**src/hw/sock_params.svh**
```systemverilog
`ifndef SOCK_PARAMS_SVH
`define SOCK_PARAMS_SVH

////////////////////////////////////////////////////////////
// Socket sizing
////////////////////////////////////////////////////////////

// Cores sharing the memory port
`define SOCK_SIZE 2

// Word address into the socket memory
`define SOCK_ADDR_W 16

// Memory data word
`define SOCK_DATA_W 32

// Request tag, wide enough for a core index
`define SOCK_TAG_W 1

`endif
```
**src/hw/sock_dcr_pkg.sv**
```systemverilog
`include "sock_params.svh"

`default_nettype none

package sock_dcr_pkg;

    // Width of the word count in a start command
    localparam int CMD_COUNT_W = 12;

    // DCR register map
    typedef enum logic [1:0] {
        DCR_BASE   = 2'd0,
        DCR_RESULT = 2'd1,
        DCR_START  = 2'd2
    } dcr_addr_e;

    // Host write strobe
    typedef struct packed {
        logic        valid;
        dcr_addr_e   addr;
        logic [31:0] data;
    } dcr_req_t;

    // Start command layout, mask in the low byte
    typedef struct packed {
        logic [11:0]            reserved;
        logic [CMD_COUNT_W-1:0] word_count;
        logic [7:0]             core_mask;
    } start_cmd_t;

    // Same DCR word seen as an address or as a command
    typedef union packed {
        logic [31:0] raw;
        start_cmd_t  cmd;
    } dcr_data_u;

    // Job setup shared by all cores
    typedef struct packed {
        logic [`SOCK_ADDR_W-1:0] base;
        logic [`SOCK_ADDR_W-1:0] result;
        logic [CMD_COUNT_W-1:0]  word_count;
    } job_cfg_t;

endpackage

`default_nettype wire

```
**src/hw/sock_dcr_regs.sv**
```systemverilog
`include "sock_params.svh"

`default_nettype none

module sock_dcr_regs import sock_dcr_pkg::*; (
    // Clock
    input  wire                   clk,
    input  wire                   reset,

    // Host DCR writes
    input  wire dcr_req_t         dcr,

    // To the cores
    output job_cfg_t              cfg,
    output logic [`SOCK_SIZE-1:0] start
);

    localparam int AW = `SOCK_ADDR_W;
    localparam int N  = `SOCK_SIZE;

    dcr_data_u wdata;

    // Decode the incoming word both ways
    assign wdata = dcr.data;

    ////////////////////////////////////////////////////////////
    // Register writes
    ////////////////////////////////////////////////////////////

    always_ff @(posedge clk) begin
        if (reset) begin
            cfg   <= '0;
            start <= '0;
        end else begin
            // Strobes last a single cycle
            start <= '0;
            if (dcr.valid) begin
                case (dcr.addr)
                    DCR_BASE: begin
                        cfg.base <= wdata.raw[AW-1:0];
                    end
                    DCR_RESULT: begin
                        cfg.result <= wdata.raw[AW-1:0];
                    end
                    DCR_START: begin
                        cfg.word_count <= wdata.cmd.word_count;
                        // Mask bits above the core count are ignored
                        start <= wdata.cmd.core_mask[N-1:0];
                    end
                    default: begin
                    end
                endcase
            end
        end
    end

endmodule

`default_nettype wire

```
**config.mk**
```make
export PLATFORM = sky130hd
export DESIGN_NAME = sock_dcr_regs
export DESIGN_NICKNAME = d
export VERILOG_FILES = /design/src/hw/sock_dcr_pkg.sv /design/src/hw/sock_dcr_regs.sv
export VERILOG_INCLUDE_DIRS = /design/src /design/src/hw
export SDC_FILE = /design/constraint.sdc
export NUM_CORES = 1
export LEC_CHECK = 0
export BUFFER_PORTS_ARGS = -buffer_cell sky130_fd_sc_hd__buf_2
export CORE_ASPECT_RATIO = 0.6
export CORE_MARGIN = 3
export CORE_UTILIZATION = 41
export CTS_CLUSTER_DIAMETER = 150
export DETAILED_ROUTE_END_ITERATION = 16
export PLACE_DENSITY = 0.71
export SLEW_MARGIN = 20
export SYNTH_ARGS = -nofsm -noshare
export SYNTH_HDL_FRONTEND = slang
export SYNTH_SLANG_ARGS = --single-unit
```
**constraint.sdc**
```tcl
create_clock -name clk -period 1.4 [get_ports clk]
set_input_delay 0.21 -clock clk [delete_from_list [all_inputs] [get_ports clk]]
set_output_delay 0.21 -clock clk [all_outputs]
set_load 0.02 [all_outputs]
```
==> flow_metrics.py <==
metrics = {
    "final_layout": {
        "layout_common_cells": "buf_2, nand2b_1, dfxtp_1, mux2i_1, clkbuf_8",
        "drive_above_1_share_pct": 34.7,
        "diodes": 0,
        "area_delta_synth_final_pct": 29.1,
        "layout_commonest_cell": "buf_2",
        "nNetsFinal": 284,
        "final_core_utilization_pct": 57.0,
    },
    "global_routing": {
        "maximum_number_of_pins_on_one_net_before_global_route_repair": 32,
        "first_global_vias": 1289,
        "grtUsageTotal_pct": 14.4,
        "grt-ovfl-total": 0,
        "grt_first_pass_wirelength_mm": 6.21,
        "grt_antenna_before_repair": 0,
    },
    "floorplan": {
        "die-area_um2": 5490,
        "start_util_pct": 44.2,
        "rows": 18,
        "placeableCoreArea_um2": 4280,
        "die_h_um": 58.6,
        "die_width_um": 93.6,
        "top_level_ports": 83,
    },
    "timing": {
        "post-route-period-util_pct": 73.0,
        "worst_clock_skew_ns": 0,
        "timing_max_transition_violations_final": 0,
        "setup_viol_count_final": 0,
        "total_neg_setup_slack_ns": 0,
        "max_slew.worst_pin.slew_ns": 0.419,
        "hold_viol": 0,
        "setup_repair_after_global_routing_missed_its_margin": "false",
        "max-slew-margin-rel_pct": 72.0,
        "max_clock_freq_ghz": 0.978,
        "finalCriticalPeriod_ns": 1.02,
    },
    "pwr": {
        "static_leakage_uw": 0.00122,
        "vdd_drop_max_v": 0.000534,
        "cellPowerDensity_nw_per_um2": 1070,
    },
    "setup_path": {
        "worst-r2r-cell-count": 2,
        "worstReg2RegStart": "cfg[5]$_SDFFE_PP0P_",
        "critical_path.max_fanout": 2,
        "critical-path-top-delay-family": "flip-flops",
        "cp-end-kind": "output pin",
        "critical_path.startpoint": "cfg[6]$_SDFFE_PP0P_",
        "critical_path_buf_inv_count": 1,
        "criticalPathCategory": "reg -> out",
        "worst-endpoint-required_ns": 1.19,
        "critical-path-max-stage-delay_ns": 0.35,
        "timing.critical_path.arrival_ns": 0.81,
        "worst_r2r_endpoint": "cfg[5]$_SDFFE_PP0P_",
        "timing.critical_path.cells": "buf_2",
        "start_kind": "flop",
        "critical-path-slowest-cell": "dfxtp_1",
        "rrSetupSlack_ns": 0.79,
    },
    "placed_design": {
        "numPortBuffers": 70,
        "dp_hpwl_mm": 2.85,
        "rd_place_congestion": 0.728,
    },
    "clock_network": {
        "clk_pin_slew_ns": 0.08,
        "root_buf_cell": "clkbuf_8",
        "h-tree-depth": 2,
        "resize_count_post_cts": 0,
        "tritoncts": "yes",
        "cts_made_buffers": 5,
        "cts-root-to-sink-buffers": 2,
        "cts_setup_buffers": 0,
        "clock_latency_ns": 0.29,
        "numClockSinks": 46,
        "cts-hold-fix-buffers": 0,
    },
    "logic_synthesis": {
        "cell_variety_after_synth": 12,
        "postSynthAreaPerCell_um2": 10.9,
        "yosys_warnings": 0,
        "synth.cell_area_um2": 1890,
        "number_of_synthesized_register_bits": 46,
        "seq_area_frac_synth_pct": 48.7,
        "number_of_nets_in_the_synthesized_netlist": 211,
        "synthCells": 174,
    },
    "drt": {
        "wirelength_mm": 3.86,
        "wire_per_inst_um": 12.5,
        "drt-vias-per-instance": 4.48,
        "post-route-drc-count": 0,
        "detail_route.iter0.violations": 15,
        "firstDrtPassIters": 4,
        "antenna_left": 0,
        "via_count": 1380,
    },
    "worst_hold_path": {
        "hp-class": "in -> reg",
        "worstHoldPathCells": 2,
        "worst_hold_path.endpoint": "start[1]$_SDFF_PP0_",
        "min-delay-start": "dcr[1]",
    },
    "flow_run": {
        "max_cap_violations": 0,
    },
    "outcome": {
        "status": "finished, final reports clean",
    },
}
==> cells by family after synthesis <==
| logic type | after synthesis | synth area share (%) |
|---|---|---|
| and+or+nand+nor | 73 | 25.2 |
| DFF | 46 | 48.7 |
| muxes | 44 | 23.3 |
| buffers and inverters | 11 | 2.72 |
==> cells in the mapped netlist <==
master,number,area share (%)
and2_1,2,0.66
and3b_1,2,0.93
buf_2,2,0.53
buf_6,1,0.60
clkbuf_1,8,1.6
dfxtp_1,46,49
mux2i_1,44,23
nand2b_1,64,21
nand3b_1,2,0.79
nor3b_2,1,0.66
nor4bb_1,1,0.53
or3b_1,1,0.46
==> state kept, by name (all words and copies together) (netlist names) <==
name,flops
start,2
cfg,44
==> where the power goes <==
group	switching (µW)	internal, µW
clock network	422	499
registers	21.3	1350
logic	169	144
total	613	2000
==> final cells by class <==
class | count | area [µm²]
fill | 379 | 1840
sequential | 46 | 921
multi-input combinational | 117 | 917
timing repair buffer | 77 | 415
clock buffer | 8 | 110
tap | 60 | 75.1
==> layer usage <==
layer | routed length [µm] | GRT usage, % | up-vias
met1 | 1980 | 20.3 | 622
met4 | 0 | 3.09 | 0
li1 | - | - | 717
met3 | 302 | 5.36 | 0
met5 | 0 | 0 | -
met2 | 1590 | 21.1 | 41
==> how the worst max path moves through the flow <==
stage / cells after the start / slack (ns) / to
2_1_floorplan: 3 / 0.38 / cfg[34]$_SDFFE_PP0P_
3_3_place_gp: 4 / 0.19 / cfg[41]$_SDFFE_PP0P_
3_5_place_dp: 4 / 0.19 / cfg[36]$_SDFFE_PP0P_
4_1_cts: 1 / 0.36 / cfg[6]
5_1_grt: 1 / 0.33 / cfg[6]
6_report: 1 / 0.38 / cfg[6]
==> through the flow <==
step	hold slack, ns	cells	power [µW]	setup WS, ns	cell area [µm²]
after floorplan	0.332	174	1600	0.385	1890
after global placement	0.435	300	1720	0.193	2330
after detailed placement	0.443	300	1720	0.194	2330
after CTS	0.137	308	2640	0.362	2440
after global routing	0.146	308	2730	0.334	2440
final	0.144	308	2610	0.378	2440
Note: power is estimated with default switching activity, not from simulation.
