## src/hw/sock_params.svh

```systemverilog
`ifndef SOCK_PARAMS_SVH
`define SOCK_PARAMS_SVH

////////////////////////////////////////////////////////////
// Socket sizing
////////////////////////////////////////////////////////////

// Cores sharing the memory port
`define SOCK_SIZE 2

// Word address into the socket memory
`define SOCK_ADDR_W 16

// Memory data word
`define SOCK_DATA_W 32

// Request tag, wide enough for a core index
`define SOCK_TAG_W 1

`endif
```

## src/hw/sock_dcr_pkg.sv

```systemverilog
`include "sock_params.svh"

`default_nettype none

package sock_dcr_pkg;

    // Width of the word count in a start command
    localparam int CMD_COUNT_W = 12;

    // DCR register map
    typedef enum logic [1:0] {
        DCR_BASE   = 2'd0,
        DCR_RESULT = 2'd1,
        DCR_START  = 2'd2
    } dcr_addr_e;

    // Host write strobe
    typedef struct packed {
        logic        valid;
        dcr_addr_e   addr;
        logic [31:0] data;
    } dcr_req_t;

    // Start command layout, mask in the low byte
    typedef struct packed {
        logic [11:0]            reserved;
        logic [CMD_COUNT_W-1:0] word_count;
        logic [7:0]             core_mask;
    } start_cmd_t;

    // Same DCR word seen as an address or as a command
    typedef union packed {
        logic [31:0] raw;
        start_cmd_t  cmd;
    } dcr_data_u;

    // Job setup shared by all cores
    typedef struct packed {
        logic [`SOCK_ADDR_W-1:0] base;
        logic [`SOCK_ADDR_W-1:0] result;
        logic [CMD_COUNT_W-1:0]  word_count;
    } job_cfg_t;

endpackage

`default_nettype wire

```

## src/hw/sock_mem_pkg.sv

```systemverilog
`include "sock_params.svh"

`default_nettype none

package sock_mem_pkg;

    ////////////////////////////////////////////////////////////
    // Memory bus types
    ////////////////////////////////////////////////////////////

    // One word per request, read or write
    typedef struct packed {
        logic                    valid;
        logic                    write;
        logic [`SOCK_ADDR_W-1:0] addr;
        logic [`SOCK_DATA_W-1:0] data;
        logic [`SOCK_TAG_W-1:0]  tag;
    } mem_req_t;

    // Read data, returned with the tag of its request
    typedef struct packed {
        logic                    valid;
        logic [`SOCK_DATA_W-1:0] data;
        logic [`SOCK_TAG_W-1:0]  tag;
    } mem_rsp_t;

endpackage

`default_nettype wire

```

## src/hw/sock_core.sv

```systemverilog
`include "sock_params.svh"

`default_nettype none

module sock_core import sock_mem_pkg::*; import sock_dcr_pkg::*; #(
    parameter int CORE_ID = 0
) (
    // Clock
    input  wire           clk,
    input  wire           reset,

    // Job control
    input  wire job_cfg_t cfg,
    input  wire           start,

    // Memory
    output mem_req_t      req,
    input  wire mem_rsp_t rsp,

    // Status
    output logic          busy
);

    localparam int AW = `SOCK_ADDR_W;
    localparam int DW = `SOCK_DATA_W;
    localparam int TW = `SOCK_TAG_W;

    typedef enum logic [1:0] {
        ST_IDLE,
        ST_READ,
        ST_WAIT,
        ST_WRITE
    } state_e;

    state_e                 state;
    logic [AW-1:0]          rd_addr;
    logic [AW-1:0]          wr_addr;
    logic [CMD_COUNT_W-1:0] remain;
    logic [DW-1:0]          acc;
    logic [AW-1:0]          slice_base;

    // First word of this core's slice
    assign slice_base = cfg.base + AW'(CORE_ID) * AW'(cfg.word_count);

    ////////////////////////////////////////////////////////////
    // Job FSM
    ////////////////////////////////////////////////////////////

    always_ff @(posedge clk) begin
        if (reset) begin
            state <= ST_IDLE;
        end else begin
            case (state)
                ST_IDLE: begin
                    // Config is copied here, later DCR writes don't matter
                    if (start) begin
                        rd_addr <= slice_base;
                        wr_addr <= cfg.result + AW'(CORE_ID);
                        remain  <= cfg.word_count;
                        acc     <= '0;
                        state   <= (cfg.word_count == '0) ? ST_WRITE : ST_READ;
                    end
                end
                ST_READ: begin
                    state <= ST_WAIT;
                end
                ST_WAIT: begin
                    if (rsp.valid) begin
                        acc     <= acc + rsp.data;
                        rd_addr <= rd_addr + AW'(1);
                        remain  <= remain - CMD_COUNT_W'(1);
                        // Last word goes straight to the result write
                        state   <= (remain == CMD_COUNT_W'(1)) ? ST_WRITE : ST_READ;
                    end
                end
                ST_WRITE: begin
                    state <= ST_IDLE;
                end
                default: begin
                    state <= ST_IDLE;
                end
            endcase
        end
    end

    // Request is held for one cycle in READ or WRITE
    always_comb begin
        req       = '0;
        req.valid = (state == ST_READ) || (state == ST_WRITE);
        req.write = (state == ST_WRITE);
        req.addr  = (state == ST_WRITE) ? wr_addr : rd_addr;
        req.data  = acc;
        req.tag   = TW'(CORE_ID);
    end

    assign busy = (state != ST_IDLE);

endmodule

`default_nettype wire

```

## config.mk

```make
export PLATFORM = sky130hd
export DESIGN_NAME = sock_core
export DESIGN_NICKNAME = d
export VERILOG_FILES = /design/src/hw/sock_dcr_pkg.sv /design/src/hw/sock_mem_pkg.sv /design/src/hw/sock_core.sv
export VERILOG_INCLUDE_DIRS = /design/src /design/src/hw
export SDC_FILE = /design/constraint.sdc
export NUM_CORES = 1
export LEC_CHECK = 0
export CAP_MARGIN = 20
export CORE_MARGIN = 10
export CORE_UTILIZATION = 50
export CTS_CLUSTER_SIZE = 20
export DETAILED_ROUTE_END_ITERATION = 7
export DONT_BUFFER_PORTS = 1
export RECOVER_POWER = 50
export SLEW_MARGIN = 25
export SYNTH_ARGS = -nofsm -noshare
export SYNTH_HDL_FRONTEND = slang
export SYNTH_SLANG_ARGS = --single-unit
```

## constraint.sdc

```tcl
create_clock -name clk -period 7.3 [get_ports clk]
set_clock_uncertainty 0.1 [all_clocks]
set_input_delay 0.365 -clock clk [delete_from_list [all_inputs] [get_ports clk]]
set_output_delay 0.365 -clock clk [all_outputs]
set_load 0.02 [all_outputs]
```

==> impl_metrics.toml <==
[global_routing]
grt_pass1_vias = 4131
grt_max_degree = 61
overflow = 0
grt_pass1_wl_um = 20590
antenna_found_initial = 0
grt_use_total_pct = 16.92

[run_status]
violations = "capacitance limit, slew limit"
status = "finished with violations"

[cells_and_area]
area_growth_pct = 7.339
nets = 673
final_cells = 698
drive_gt1_share_pct = 6.940
post-route-util_pct = 55.24
num_antenna_cells = 0
final_common_cell = "edfxtp_1"
final_cell_mix = "edfxtp_1, nand2_1, nor2_1"
fill_cells = 927
multi_input_area_um2 = 2851
finalInstanceArea_um2 = 5728
seqCellArea_um2 = 2322

[floorplan]
die_area_um2 = 15210
die_height_um = 123.3
die_w_um = 123.3
ios = 133
core-area_um2 = 10370
initial_utilization_pct = 51.46
row_count = 37

[timing]
period_share_pct = 50.58
worst_slew_pin_slew_ns = 3.404
period_needed_ns = 3.692
fin_tns_setup_ns = 0
rsz0062_at_grt = "no"
setup_violations = 0
drv_slew = 61
fmax_ghz = 0.2708
holdWs_ns = 0.09060
maxSlewHeadroom_pct = -126.9
hold_viol = 0

[synthesis]
avgSynthCellArea_um2 = 9.632
synth_edf_count = 76
syn_inst = 554
syn_nets = 670
synth-seq-cells = 78
synth_cell_types = 60
syn_area_um2 = 5336
synthArstFlopShare_pct = 0
seq_area_frac_synth_pct = 43.52
synth_flop_cell = "edfxtp_1"
synth_warnings = 0

[worst_setup_path]
worstPathCellList = "mux2i_1, nor3_2, clkbuf_1"
critPathSlowestCell = "clkbuf_1"
crit_family = "buffers and inverters"
critPathArrivalTime_ns = 3.47
slowest_delay_ns = 2.40
critPathMaxFanout = 60
worstSetupEndpointType = "flop"
cp.required_ns = 7.08
path_class = "flop to flop"
cp_num_buf_inv = 1
start_kind = "flop"

[placed_design]
portBuffers = 0
place_congestion = 0.9259
hpwl_um = 9647
dpl_cell_area_um2 = 5416
dp_cells = 665

[drt]
routedWlPerCell_um = 18.51
finalWirelength_um = 12920
drt_first_pass_iters = 4
initialDrtViolationCount = 339
dr_total_vias = 4104
vias_per_cell = 5.880
drc = 0
ant_nets = 0

[clock_tree]
clock-sinks = 78
numCtsBuffers = 9
cts_root_buf = "clkbuf_8"
cts_buffer_depth = 2
clk_latency_ns = 0.36
clk_pin_slew_worst_paths_ns = 0.09
ctsResizeCount = 0
htreeDepth = 3
cts_tree = "yes"

[power]
leakage_nw = 2.104
ir_worst_vdd_uv = 126.5
cellPowerDensity_nw_per_um2 = 187.5

[hold_path]
hold_class = "input pin to flop"

[run]
cap_violations = 1
-- sequential cells by signal (all words and copies together) (netlist names) --
register / cells
remain: 12
acc: 32
wr_addr: 16
rd_addr: 16
state: 2
-- area by class of cell --
cell class / instances / share of cell area (%)
multi-input cells: 437 / 49.78
well taps: 136 / 2.971
inverters: 11 / 0.7208
clock buffers: 11 / 2.294
clock inverters: 5 / 0.4587
flip-flops and latches: 78 / 40.54
repair buffers: 20 / 3.233
-- logic make-up after synthesis --
kind of cell,synth area share (%)
buf+inv,3.142
compound gates,16.30
flops,43.52
other cells,0.07027
simple gates,16.84
xor+xnor,8.042
fa+ha+maj,8.347
mux,3.751
-- metrics by stage --
| step | setup WS [ns] | power, mW |
|---|---|---|
| 2_1_floorplan | 1.952 | 0.7465 |
| 3_3_place_gp | 3.789 | 0.7869 |
| 3_5_place_dp | 3.774 | 0.7913 |
| 4_1_cts | 3.767 | 1.083 |
| 5_1_grt | 3.230 | 1.133 |
| 6_report | 3.608 | 1.074 |
-- per-layer routing --
layer / track usage, % / share of wire [%] / vias up
met5: 0 / 0 / -
met4: 6.259 / 1.5 / 0
met3: 7.110 / 10 / 18
met2: 26.80 / 47 / 137
met1: 20.18 / 41 / 1916
li1: - / - / 2033
-- cell usage after synthesis (3+ instances only) --
library cell | instances | share of area (%)
clkbuf_1 | 23 | 1.6
nand3_1 | 14 | 1.3
o21ai_0 | 51 | 4.8
and2_1 | 6 | 0.70
nand2_1 | 58 | 4.1
mux2_2 | 16 | 3.4
a21boi_0 | 3 | 0.42
a31oi_1 | 8 | 0.94
edfxtp_1 | 76 | 43
o22ai_1 | 3 | 0.35
inv_1 | 11 | 0.77
o211ai_1 | 3 | 0.42
nor4_1 | 5 | 0.59
nand2b_1 | 3 | 0.35
o21bai_1 | 6 | 0.84
nor3_1 | 15 | 1.4
nor2_1 | 56 | 3.9
and3_1 | 6 | 0.70
nand4_1 | 12 | 1.4
nor2b_1 | 6 | 0.70
o21a_1 | 4 | 0.56
a21oi_1 | 35 | 3.3
ha_1 | 34 | 8.0
xnor2_1 | 27 | 4.4
xor2_1 | 22 | 3.6
a21o_1 | 8 | 1.1
-- worst paths after layout --
path	startpoint	end	slack (ns)	cells past startpoint
max reg2reg	state[1]	rd_addr[15]	3.61	3
max	state[1]	rd_addr[15]	3.61	3
min	cfg[36]	rd_addr[8]	0.09	2
min reg2reg	state[1]	state[1]	0.54	3
-- power by group --
part	switching, mW	internal (mW)	leakage [nW]
logic	0.142	0.0937	1.29
registers	0.0300	0.524	0.734
clock network	0.163	0.121	0.0805
-- timing repair --
item	in CTS	in global routing
buffers inserted	0	0
endpoints found under the hold margin	18	0
hold buffers	17	0
endpoints found under the setup margin	0	0
Note: power is estimated with default switching activity, not from simulation.
